## src/design/alu_pkg.sv

```systemverilog
`default_nettype none

package alu_pkg;

    localparam int data_w = 32;
    localparam int sa_w   = 5;

    typedef enum logic [4:0] {
        op_and    = 5'd0,
        op_or     = 5'd1,
        op_nor    = 5'd2,
        op_xor    = 5'd3,
        op_add    = 5'd4,
        op_addu   = 5'd5,
        op_sub    = 5'd6,
        op_subu   = 5'd7,
        op_slt    = 5'd8,
        op_sltu   = 5'd9,
        op_sll    = 5'd10, // shift by src_a[4:0]
        op_srl    = 5'd11,
        op_sra    = 5'd12,
        op_sll_sa = 5'd13, // shift by sa register
        op_srl_sa = 5'd14,
        op_sra_sa = 5'd15,
        op_lui    = 5'd16,
        op_pass   = 5'd17,
        op_mult   = 5'd18,
        op_multu  = 5'd19,
        op_div    = 5'd20,
        op_divu   = 5'd21,
        op_mthi   = 5'd22,
        op_mtlo   = 5'd23
    } alu_op_t;

    typedef enum logic [1:0] {
        idle = 2'd0,
        run  = 2'd1,
        done = 2'd2  // fix-up cycle
    } div_state_t;

endpackage

`default_nettype wire

```

## src/design/apb_map_pkg.sv

```systemverilog
`default_nettype none

package apb_map_pkg;

    localparam int addr_w = 6;

    localparam logic [addr_w-1:0] reg_src_a  = 6'h00;
    localparam logic [addr_w-1:0] reg_src_b  = 6'h04;
    localparam logic [addr_w-1:0] reg_sa     = 6'h08;
    localparam logic [addr_w-1:0] reg_ctrl   = 6'h0C;
    localparam logic [addr_w-1:0] reg_status = 6'h10; // read only
    localparam logic [addr_w-1:0] reg_result = 6'h14;
    localparam logic [addr_w-1:0] reg_hi     = 6'h18;
    localparam logic [addr_w-1:0] reg_lo     = 6'h1C;

    localparam int ctrl_op_msb     = 4;  // opcode in ctrl[4:0]
    localparam int ctrl_abort_bit  = 31;
    localparam int status_busy_bit = 0;
    localparam int status_ovf_bit  = 1;

endpackage

`default_nettype wire

```

## src/design/div_radix2.sv

```systemverilog
`timescale 1ns/1ns
`default_nettype none

module div_radix2 (
    input  wire logic                       clk,
    input  wire logic                       rst_n,
    input  wire logic                       start,
    input  wire logic                       abort,
    input  wire logic                       sign,
    input  wire logic [alu_pkg::data_w-1:0] dividend,
    input  wire logic [alu_pkg::data_w-1:0] divisor,
    output logic                            done,
    output logic      [alu_pkg::data_w-1:0] quotient,
    output logic      [alu_pkg::data_w-1:0] remainder
);

    localparam int dw = alu_pkg::data_w;

    alu_pkg::div_state_t state;
    logic [4:0]          step;
    logic [dw-1:0]       quo;       // dividend shifts out, quotient bits in
    logic [dw-1:0]       rem;
    logic [dw-1:0]       den;
    logic                neg_q;
    logic                neg_r;
    logic [dw:0]         rem_shift;
    logic [dw:0]         trial;

    assign rem_shift = {rem, quo[dw-1]};
    assign trial     = rem_shift - {1'b0, den};

    always_ff @(posedge clk) begin
        if (!rst_n || abort) begin
            state <= alu_pkg::idle;
            step  <= '0;
        end else if (start) begin
            state <= alu_pkg::run;
            step  <= '0;
            quo   <= (sign && dividend[dw-1]) ? -dividend : dividend;
            den   <= (sign && divisor[dw-1]) ? -divisor : divisor;
            rem   <= '0;
            neg_q <= sign && (dividend[dw-1] ^ divisor[dw-1]);
            neg_r <= sign && dividend[dw-1];
        end else if (state == alu_pkg::run) begin
            rem  <= trial[dw] ? rem_shift[dw-1:0] : trial[dw-1:0]; // restore on borrow
            quo  <= {quo[dw-2:0], ~trial[dw]};
            step <= step + 5'd1;
            if (step == 5'd31) begin
                state <= alu_pkg::done;
            end
        end else if (state == alu_pkg::done) begin
            state <= alu_pkg::idle;
        end
    end

    // sign fix-up
    assign done      = (state == alu_pkg::done);
    assign quotient  = neg_q ? -quo : quo;
    assign remainder = neg_r ? -rem : rem;

endmodule

`default_nettype wire

```

## src/design/alu_cmd_decode.sv

```systemverilog
`timescale 1ns/1ns
`default_nettype none

module alu_cmd_decode (
    input  wire logic                           clk,
    input  wire logic                           rst_n,
    input  wire logic [apb_map_pkg::addr_w-1:0] paddr,
    input  wire logic                           psel,
    input  wire logic                           penable,
    input  wire logic                           pwrite,
    input  wire logic [alu_pkg::data_w-1:0]     pwdata,
    input  wire logic                           busy,
    output logic                                pslverr,
    output logic      [alu_pkg::data_w-1:0]     src_a,
    output logic      [alu_pkg::data_w-1:0]     src_b,
    output logic      [alu_pkg::sa_w-1:0]       sa,
    output alu_pkg::alu_op_t                    op,
    output logic                                issue,
    output logic                                abort
);

    logic wr_access;
    logic ctrl_wr;
    logic abort_req;
    logic issue_req;
    logic writable;

    assign wr_access = psel && penable && pwrite;
    assign ctrl_wr   = wr_access && (paddr == apb_map_pkg::reg_ctrl);
    assign abort_req = ctrl_wr && pwdata[apb_map_pkg::ctrl_abort_bit];
    assign issue_req = ctrl_wr && !pwdata[apb_map_pkg::ctrl_abort_bit] && !busy;

    always_comb begin
        case (paddr)
            apb_map_pkg::reg_src_a,
            apb_map_pkg::reg_src_b,
            apb_map_pkg::reg_sa,
            apb_map_pkg::reg_ctrl: writable = 1'b1;
            default:               writable = 1'b0;
        endcase
    end

    // refused issue while busy, or write to read-only/unmapped offset
    assign pslverr = (ctrl_wr && !abort_req && busy) || (wr_access && !writable);

    always_ff @(posedge clk) begin
        if (!rst_n) begin
            src_a <= '0;
            src_b <= '0;
            sa    <= '0;
            op    <= alu_pkg::op_and;
            issue <= 1'b0;
            abort <= 1'b0;
        end else begin
            issue <= issue_req; // one cycle pulses
            abort <= abort_req;
            if (wr_access && paddr == apb_map_pkg::reg_src_a) begin
                src_a <= pwdata;
            end
            if (wr_access && paddr == apb_map_pkg::reg_src_b) begin
                src_b <= pwdata;
            end
            if (wr_access && paddr == apb_map_pkg::reg_sa) begin
                sa <= pwdata[alu_pkg::sa_w-1:0];
            end
            if (issue_req) begin
                op <= alu_pkg::alu_op_t'(pwdata[apb_map_pkg::ctrl_op_msb:0]);
            end
        end
    end

endmodule

`default_nettype wire

```

## src/design/alu_execute.sv

```systemverilog
`timescale 1ns/1ns
`default_nettype none

module alu_execute #(
    parameter int mult_stages = 3
) (
    input  wire logic                       clk,
    input  wire logic                       rst_n,
    input  wire logic [alu_pkg::data_w-1:0] src_a,
    input  wire logic [alu_pkg::data_w-1:0] src_b,
    input  wire logic [alu_pkg::sa_w-1:0]   sa,
    input  wire alu_pkg::alu_op_t           op,
    input  wire logic                       issue,
    input  wire logic                       abort,
    output logic                            busy,
    output logic                            wr_result,
    output logic      [alu_pkg::data_w-1:0] result_val,
    output logic                            ovf_val,
    output logic                            wr_hi,
    output logic      [alu_pkg::data_w-1:0] hi_val,
    output logic                            wr_lo,
    output logic      [alu_pkg::data_w-1:0] lo_val
);

    localparam int dw = alu_pkg::data_w;

    logic [dw:0]            sum_ext;
    logic [dw:0]            diff_ext;
    logic                   is_mult;
    logic                   is_div;
    logic                   mult_sign;
    logic [2*dw-1:0]        mult_a;
    logic [2*dw-1:0]        mult_b;
    logic [2*dw-1:0]        prod_pipe [mult_stages];
    logic [mult_stages-1:0] mult_vld;
    logic                   mult_out;
    logic                   div_done;
    logic                   div_fin;
    logic [dw-1:0]          quotient;
    logic [dw-1:0]          remainder;
    alu_pkg::div_state_t    seq;

    assign sum_ext  = {src_a[dw-1], src_a} + {src_b[dw-1], src_b};
    assign diff_ext = {src_a[dw-1], src_a} - {src_b[dw-1], src_b};

    always_comb begin
        result_val = '0;
        ovf_val    = 1'b0;
        case (op)
            alu_pkg::op_and:    result_val = src_a & src_b;
            alu_pkg::op_or:     result_val = src_a | src_b;
            alu_pkg::op_nor:    result_val = ~(src_a | src_b);
            alu_pkg::op_xor:    result_val = src_a ^ src_b;
            alu_pkg::op_add: begin
                result_val = sum_ext[dw-1:0];
                ovf_val    = sum_ext[dw] ^ sum_ext[dw-1];
            end
            alu_pkg::op_addu:   result_val = src_a + src_b;
            alu_pkg::op_sub: begin
                result_val = diff_ext[dw-1:0];
                ovf_val    = diff_ext[dw] ^ diff_ext[dw-1];
            end
            alu_pkg::op_subu:   result_val = src_a - src_b;
            alu_pkg::op_slt:    result_val = dw'($signed(src_a) < $signed(src_b));
            alu_pkg::op_sltu:   result_val = dw'(src_a < src_b);
            alu_pkg::op_sll:    result_val = src_b << src_a[4:0];
            alu_pkg::op_srl:    result_val = src_b >> src_a[4:0];
            alu_pkg::op_sra:    result_val = $signed(src_b) >>> src_a[4:0];
            alu_pkg::op_sll_sa: result_val = src_b << sa;
            alu_pkg::op_srl_sa: result_val = src_b >> sa;
            alu_pkg::op_sra_sa: result_val = $signed(src_b) >>> sa;
            alu_pkg::op_lui:    result_val = {src_b[15:0], 16'b0};
            alu_pkg::op_pass:   result_val = src_a;
            default:            result_val = '0;
        endcase
    end

    assign is_mult   = (op == alu_pkg::op_mult) || (op == alu_pkg::op_multu);
    assign is_div    = (op == alu_pkg::op_div) || (op == alu_pkg::op_divu);
    assign mult_sign = (op == alu_pkg::op_mult);
    assign wr_result = issue && !is_mult && !is_div
                       && op != alu_pkg::op_mthi && op != alu_pkg::op_mtlo;

    // sign extension makes the low 64 bits correct for both forms
    assign mult_a = {{dw{mult_sign & src_a[dw-1]}}, src_a};
    assign mult_b = {{dw{mult_sign & src_b[dw-1]}}, src_b};

    always_ff @(posedge clk) begin
        if (issue && is_mult) begin
            prod_pipe[0] <= mult_a * mult_b;
        end
        for (int i = 1; i < mult_stages; i++) begin
            prod_pipe[i] <= prod_pipe[i-1];
        end
    end

    always_ff @(posedge clk) begin
        if (!rst_n || abort) begin
            mult_vld <= '0;
        end else begin
            mult_vld[0] <= issue && is_mult;
            for (int i = 1; i < mult_stages; i++) begin
                mult_vld[i] <= mult_vld[i-1];
            end
        end
    end

    div_radix2 div_radix2_i (
        .clk       (clk),
        .rst_n     (rst_n),
        .start     (issue && is_div),
        .abort     (abort),
        .sign      (op == alu_pkg::op_div),
        .dividend  (src_a),
        .divisor   (src_b),
        .done      (div_done),
        .quotient  (quotient),
        .remainder (remainder)
    );

    assign mult_out = mult_vld[mult_stages-1] && !abort;
    assign div_fin  = div_done && !abort;

    always_ff @(posedge clk) begin
        if (!rst_n) begin
            seq <= alu_pkg::idle;
        end else if (abort) begin
            seq <= alu_pkg::idle;
        end else if (issue && (is_mult || is_div)) begin
            seq <= alu_pkg::run;
        end else if (mult_out || div_fin) begin
            seq <= alu_pkg::idle;
        end
    end

    assign busy = (seq == alu_pkg::run);

    assign wr_hi  = (issue && op == alu_pkg::op_mthi) || mult_out || div_fin;
    assign wr_lo  = (issue && op == alu_pkg::op_mtlo) || mult_out || div_fin;
    assign hi_val = mult_out ? prod_pipe[mult_stages-1][2*dw-1:dw] :
                    div_fin  ? remainder : src_a;
    assign lo_val = mult_out ? prod_pipe[mult_stages-1][dw-1:0] :
                    div_fin  ? quotient : src_a;

endmodule

`default_nettype wire

```

## src/design/alu_result.sv

```systemverilog
`timescale 1ns/1ns
`default_nettype none

module alu_result (
    input  wire logic                           clk,
    input  wire logic                           rst_n,
    input  wire logic [apb_map_pkg::addr_w-1:0] paddr,
    input  wire logic                           psel,
    input  wire logic                           busy,
    input  wire logic                           wr_result,
    input  wire logic [alu_pkg::data_w-1:0]     result_val,
    input  wire logic                           ovf_val,
    input  wire logic                           wr_hi,
    input  wire logic [alu_pkg::data_w-1:0]     hi_val,
    input  wire logic                           wr_lo,
    input  wire logic [alu_pkg::data_w-1:0]     lo_val,
    input  wire logic [alu_pkg::data_w-1:0]     src_a,
    input  wire logic [alu_pkg::data_w-1:0]     src_b,
    input  wire logic [alu_pkg::sa_w-1:0]       sa,
    input  wire alu_pkg::alu_op_t               op,
    output logic      [alu_pkg::data_w-1:0]     prdata
);

    logic [alu_pkg::data_w-1:0] result_q;
    logic [alu_pkg::data_w-1:0] hi_q;
    logic [alu_pkg::data_w-1:0] lo_q;
    logic                       ovf_q;
    logic [alu_pkg::data_w-1:0] status;

    always_ff @(posedge clk) begin
        if (!rst_n) begin
            result_q <= '0;
            ovf_q    <= 1'b0;
            hi_q     <= '0;
            lo_q     <= '0;
        end else begin
            if (wr_result) begin
                result_q <= result_val;
                ovf_q    <= ovf_val; // every simple op refreshes the flag
            end
            if (wr_hi) begin
                hi_q <= hi_val;
            end
            if (wr_lo) begin
                lo_q <= lo_val;
            end
        end
    end

    always_comb begin
        status = '0;
        status[apb_map_pkg::status_busy_bit] = busy;
        status[apb_map_pkg::status_ovf_bit]  = ovf_q;
    end

    always_comb begin
        prdata = '0;
        if (psel) begin
            case (paddr)
                apb_map_pkg::reg_src_a:  prdata = src_a;
                apb_map_pkg::reg_src_b:  prdata = src_b;
                apb_map_pkg::reg_sa:     prdata = alu_pkg::data_w'(sa);
                apb_map_pkg::reg_ctrl:   prdata = alu_pkg::data_w'(op); // opcode only
                apb_map_pkg::reg_status: prdata = status;
                apb_map_pkg::reg_result: prdata = result_q;
                apb_map_pkg::reg_hi:     prdata = hi_q;
                apb_map_pkg::reg_lo:     prdata = lo_q;
                default:                 prdata = '0;
            endcase
        end
    end

endmodule

`default_nettype wire

```

## src/design/alu_unit_top.sv

```systemverilog
`timescale 1ns/1ns
`default_nettype none

module alu_unit_top #(
    parameter int mult_stages = 3
) (
    input  wire logic                           clk,
    input  wire logic                           rst_n,
    input  wire logic [apb_map_pkg::addr_w-1:0] paddr,
    input  wire logic                           psel,
    input  wire logic                           penable,
    input  wire logic                           pwrite,
    input  wire logic [alu_pkg::data_w-1:0]     pwdata,
    output logic      [alu_pkg::data_w-1:0]     prdata,
    output logic                                pready,
    output logic                                pslverr
);

    logic [alu_pkg::data_w-1:0] src_a;
    logic [alu_pkg::data_w-1:0] src_b;
    logic [alu_pkg::sa_w-1:0]   sa;
    alu_pkg::alu_op_t           op;
    logic                       issue;
    logic                       abort;
    logic                       busy;
    logic                       wr_result;
    logic [alu_pkg::data_w-1:0] result_val;
    logic                       ovf_val;
    logic                       wr_hi;
    logic [alu_pkg::data_w-1:0] hi_val;
    logic                       wr_lo;
    logic [alu_pkg::data_w-1:0] lo_val;

    assign pready = 1'b1; // no wait states

    alu_cmd_decode alu_cmd_decode_i (
        .clk(clk), .rst_n(rst_n), .paddr(paddr), .psel(psel), .penable(penable),
        .pwrite(pwrite), .pwdata(pwdata), .busy(busy), .pslverr(pslverr),
        .src_a(src_a), .src_b(src_b), .sa(sa), .op(op), .issue(issue), .abort(abort)
    );

    alu_execute #(.mult_stages(mult_stages)) alu_execute_i (
        .clk(clk), .rst_n(rst_n), .src_a(src_a), .src_b(src_b), .sa(sa), .op(op),
        .issue(issue), .abort(abort), .busy(busy), .wr_result(wr_result),
        .result_val(result_val), .ovf_val(ovf_val), .wr_hi(wr_hi), .hi_val(hi_val),
        .wr_lo(wr_lo), .lo_val(lo_val)
    );

    alu_result alu_result_i (
        .clk(clk), .rst_n(rst_n), .paddr(paddr), .psel(psel), .busy(busy),
        .wr_result(wr_result), .result_val(result_val), .ovf_val(ovf_val),
        .wr_hi(wr_hi), .hi_val(hi_val), .wr_lo(wr_lo), .lo_val(lo_val),
        .src_a(src_a), .src_b(src_b), .sa(sa), .op(op), .prdata(prdata)
    );

endmodule

`default_nettype wire

```

## config.mk

```make
export PLATFORM = sky130hd
export DESIGN_NAME = alu_unit_top
export DESIGN_NICKNAME = d
export VERILOG_FILES = /design/src/design/alu_pkg.sv /design/src/design/apb_map_pkg.sv /design/src/design/div_radix2.sv /design/src/design/alu_cmd_decode.sv /design/src/design/alu_execute.sv /design/src/design/alu_result.sv /design/src/design/alu_unit_top.sv
export SDC_FILE = /design/constraint.sdc
export NUM_CORES = 2
export LEC_CHECK = 0
export ABC_AREA = 0
export BUFFER_PORTS_ARGS = -buffer_cell sky130_fd_sc_hd__buf_2
export CORE_UTILIZATION = 30
export CTS_BUF_LIST = sky130_fd_sc_hd__clkbuf_8
export CTS_CLUSTER_DIAMETER = 80
export DETAILED_ROUTE_END_ITERATION = 8
export PLACE_DENSITY = 0.47
export SLEW_MARGIN = 40
export SYNTH_ARGS = -nofsm -noshare
export SYNTH_HDL_FRONTEND = slang
export SYNTH_SLANG_ARGS = --single-unit
```

## constraint.sdc

```tcl
create_clock -name clk -period 16.65 [get_ports clk]
set_input_delay 3.33 -clock clk [delete_from_list [all_inputs] [get_ports clk]]
set_output_delay 3.33 -clock clk [all_outputs]
set_load 0.02 [all_outputs]
```

==> summary.md <==
| Metric | Value |
|---|---|
| Outcome | `completed` |
| Post-synthesis sequential area ratio | `0.1583` |
| Sw Share | `0.2664` |
| FF-to-FF setup slack | `roughly 6300 ps` |
| Setup tns final | `0 ps` |
| Ys Warns | `0` |
| Layout Cells excl Fill | `11220` |
| GRT Util Overall | `0.3075` |
| Top cells by area, synth | `fa_1 (32%), dfxtp_1 (8.9%), edfxtp_1 (6.9%)` |
| Static leakage | `~31 nW` |
| RSZ-0062 raised after global routing | `false` |
| Die area | `around 0.24 mm^2` |
| Worst hold margin | `roughly 310 ps` |
| Critical Path Fanout Max | `30` |
| Crit path largest cell delay | `between 700 and 800 ps` |
| Syn Nets | `just under 10000` |
| Grt met2 use | `0.4752` |
| Reg2reg end | `alu_execute_i.prod_pipe[0][61]` |
| Post-CTS Resized | `0` |
| Drt first-iter violations | `around 7200` |
| Ports | `77` |
| Measured slew at the worst slew-check pin | `about 1000 ps` |
| Max-cap viol count | `0` |
| Post-Place Worst Slack | `roughly 6400 ps` |
| Final setup margin | `~6300 ps` |
| Buffers plus inverters on the worst setup path | `6` |
| Grt met3 use | `0.06469` |
| CP startpoint kind | `register` |
| CP arrival | `approximately 11000 ps` |
| Pwr Total | `2.729 mW` |
| Met1 global-route usage | `0.3962` |
| Final Hold Viols | `0` |
| Root buffer cell | `clkbuf_8` |
| Psw | `0.7270 mW` |
| Longest Clk Path Bufs | `3` |
| Vias in the first global route | `63220` |
| Initial Util | `0.3019` |
| Most Frequent Cell on Critical Path | `fa_1` |
| Cell accounting for the most synthesized area | `fa_1` |
| Pwr dens | `between 30 and 40 mW/mm^2` |
| Netlist cell types | `96` |
| CTS H-tree lvls | `3` |
| Final min period | `10390 ps` |
| Drt first pass iters | `9` |
| Flops & latches, synth | `approximately 470` |
| Crit path depth | `29` |
| Comb pwr share | `0.037` |
| Worst r2r src | `alu_cmd_decode_i.op[1]` |
| Hold Crit Class | `reg -> reg` |
| Die W | `~490 um` |
| Hold bufs inserted after CTS | `0` |
| Via count | `approximately 63000` |
| Gpl congestion | `1.020` |
| Post-route ant nets | `0` |
| Slowest-stage cell, CP | `o31ai_1` |
| Sequential power share | `0.436` |
| Clk pwr share | `0.528` |
| Final setup fails | `0` |
| Maximum vdd drop | `53.18 uV` |
| Path depth of the worst reg2reg path | `29` |
| DRC viols | `0` |
| Area growth, synth to finish | `9.362%` |
| Slew Limit Fails | `0` |
| Number of flops mapped to enable cells by yosys | `roughly 160` |
| Initial antenna violation count | `26` |
| Setup crit end kind | `register` |
| Total CTS buffers | `slightly below 100` |
| Wire per inst | `~33 um` |
| CP required | `between 15000 and 20000 ps` |
| Yosys top cell area share | `0.3220` |
| Share of cells above drive strength 1 | `0.08273` |
| Clock transition at the registers of the reported paths | `approximately 60 ps` |
| Core area | `~0.23 mm^2` |
| CP delay by family, top | `adder cells` |
| CTS tree | `yes` |
| Post-CTS Setup Bufs | `0` |
| Ys async rst share | `0` |
| Post-Synthesis Cell Area | `approximately 0.070 mm^2` |
| # clock sinks | `roughly 470` |
| Avg Synthesized Cell Area | `8.553 um^2` |
| Routed vias/inst | `5.639` |
| Busiest grt layer | `met2` |
| First-pass GRT wire length | `507.4 mm` |
| Largest net degree at the start of global routing | `a little over 100` |
| Max_slew headroom | `0.3346` |
| Placed Cells | `between 10000 and 15000` |
| Final period util | `0.6238` |
| Chip Height | `about 490 um` |
| Clk_lat worst skew | `around 900 ps` |
| Gr ovfl total | `0` |
| Int Pwr | `2.002 mW` |
| IO Port Bufs | `75` |
| Critical path launch point | `alu_cmd_decode_i.op[1]` |
| Crit Path Category | `reg -> reg` |
| Cells after Synth | `8207` |
| Row cnt | `~180` |
| Worst Skew | `roughly 100 ps` |
| DP HPWL | `276.9 mm` |
| Fmax | `about 0.096 GHz` |
| Drt total wl | `367.1 mm` |
| Post-layout nets | `9624` |
| Crit path to | `alu_execute_i.prod_pipe[0][61]` |
| Top_reg_cell synth | `dfxtp_1` |
flip-flops by register name, summed over array words and instances (netlist names), 32 cells and up:
name,flops
alu_result_i.lo_q,32
alu_execute_i.prod_pipe,192
alu_execute_i.div_radix2_i.den,32
alu_execute_i.div_radix2_i.quo,32
alu_result_i.hi_q,32
alu_cmd_decode_i.src_a,32
alu_result_i.result_q,32
alu_execute_i.div_radix2_i.rem,32
alu_cmd_decode_i.src_b,32
kinds of logic (layout without fill, tap and decap cells):
family | after synthesis | count (layout) | synth area share
muxes | 209 | 209 | 0.03399
xor gates and xnor gates | 294 | 294 | 0.03668
AOI/OAI and AO/OA | 1489 | 1489 | 0.1392
other | 1 | 16 | 0.00005342
and+or+nand+nor | 2396 | 2396 | 0.1429
adders and majority gates | 1505 | 1505 | 0.3890
DFF | 474 | 474 | 0.1583
buffers and inverters | 1839 | 1791 | 0.09991
power by group through the flow:
stage          sequential (mW)  combinational, mW  clock, mW
2_1_floorplan             1.21             0.0533          0
3_3_place_gp              1.21             0.0975          0
3_5_place_dp              1.21             0.0970          0
4_1_cts                   1.19             0.0975       1.46
5_1_grt                   1.19              0.104       1.51
6_report                  1.19              0.101       1.44
layout by cell type (no fill, tap or decap), types with 159 or more instances in the layout:
cell type     n
buf_4       230
edfxtp_1    162
o21ai_0     263
dfxtp_1     256
a211oi_1    159
a21oi_1     431
inv_1      1273
nor2_1      679
mux2i_1     167
ha_1        376
fa_1       1127
nand2_1    1264
xnor2_1     197
synth_stat cells (25+ instances only):
cell type,instances
o21a_1,33
clkbuf_1,383
nor2_1,691
nand4_1,25
nor3_1,86
nor4_1,48
o31ai_1,35
o21ai_0,270
buf_2,32
and3_1,28
clkinv_1,25
dfxtp_1,312
inv_1,1259
a22oi_1,60
nand2_1,1265
a211oi_1,159
fa_1,1129
buf_1,117
nand2b_1,32
a221oi_1,36
nor2b_1,29
xnor2_1,197
xor2_1,97
a31oi_1,45
a222oi_1,47
nand3_1,88
a21oi_1,434
ha_1,376
mux2i_1,174
a21o_1,80
o211ai_1,59
edfxtp_1,162
worst min path at each step:
stage                                         startpoint                               to  slack [ps]  cells after the start
after CTS                 alu_execute_i.prod_pipe[0][77]  alu_execute_i.prod_pipe[0][141]         310                      0
after global routing      alu_execute_i.prod_pipe[0][77]  alu_execute_i.prod_pipe[0][141]         310                      0
after global placement    alu_execute_i.prod_pipe[0][98]  alu_execute_i.prod_pipe[0][162]         310                      0
after detailed placement  alu_execute_i.prod_pipe[0][76]  alu_execute_i.prod_pipe[0][140]         310                      0
after floorplan           alu_execute_i.prod_pipe[0][64]  alu_execute_i.prod_pipe[0][128]         310                      0
final                     alu_execute_i.prod_pipe[0][77]  alu_execute_i.prod_pipe[0][141]         310                      0
through the flow:
step,cell area (um^2),utilization
floorplan,70190,-
global placement,74340,0.3197
detailed placement,74470,0.3202
CTS,76690,0.3298
global route,76730,0.3300
finish,76760,0.3301
final cells by class:
class | instances | area [um^2]
Antenna cell | 15 | 37.54
Clock buffer | 119 | 1638
Clock inverter | 63 | 590.6
Fill cell | 24610 | 155800
Inverter | 1294 | 4871
Multi-Input combinational cell | 5894 | 52400
Sequential cell | 474 | 11190
Tap cell | 3043 | 3807
Timing Repair Buffer | 315 | 2237
layer usage:
metal  wire length (um)  up-vias  share of wire
li1                   -    26360              -
met1             147600    32760           0.40
met2             162800     3275           0.44
met3              31900      849          0.087
met4              24830        8          0.068
met5                 53        -        0.00014
(Power assumes the default switching activity.)
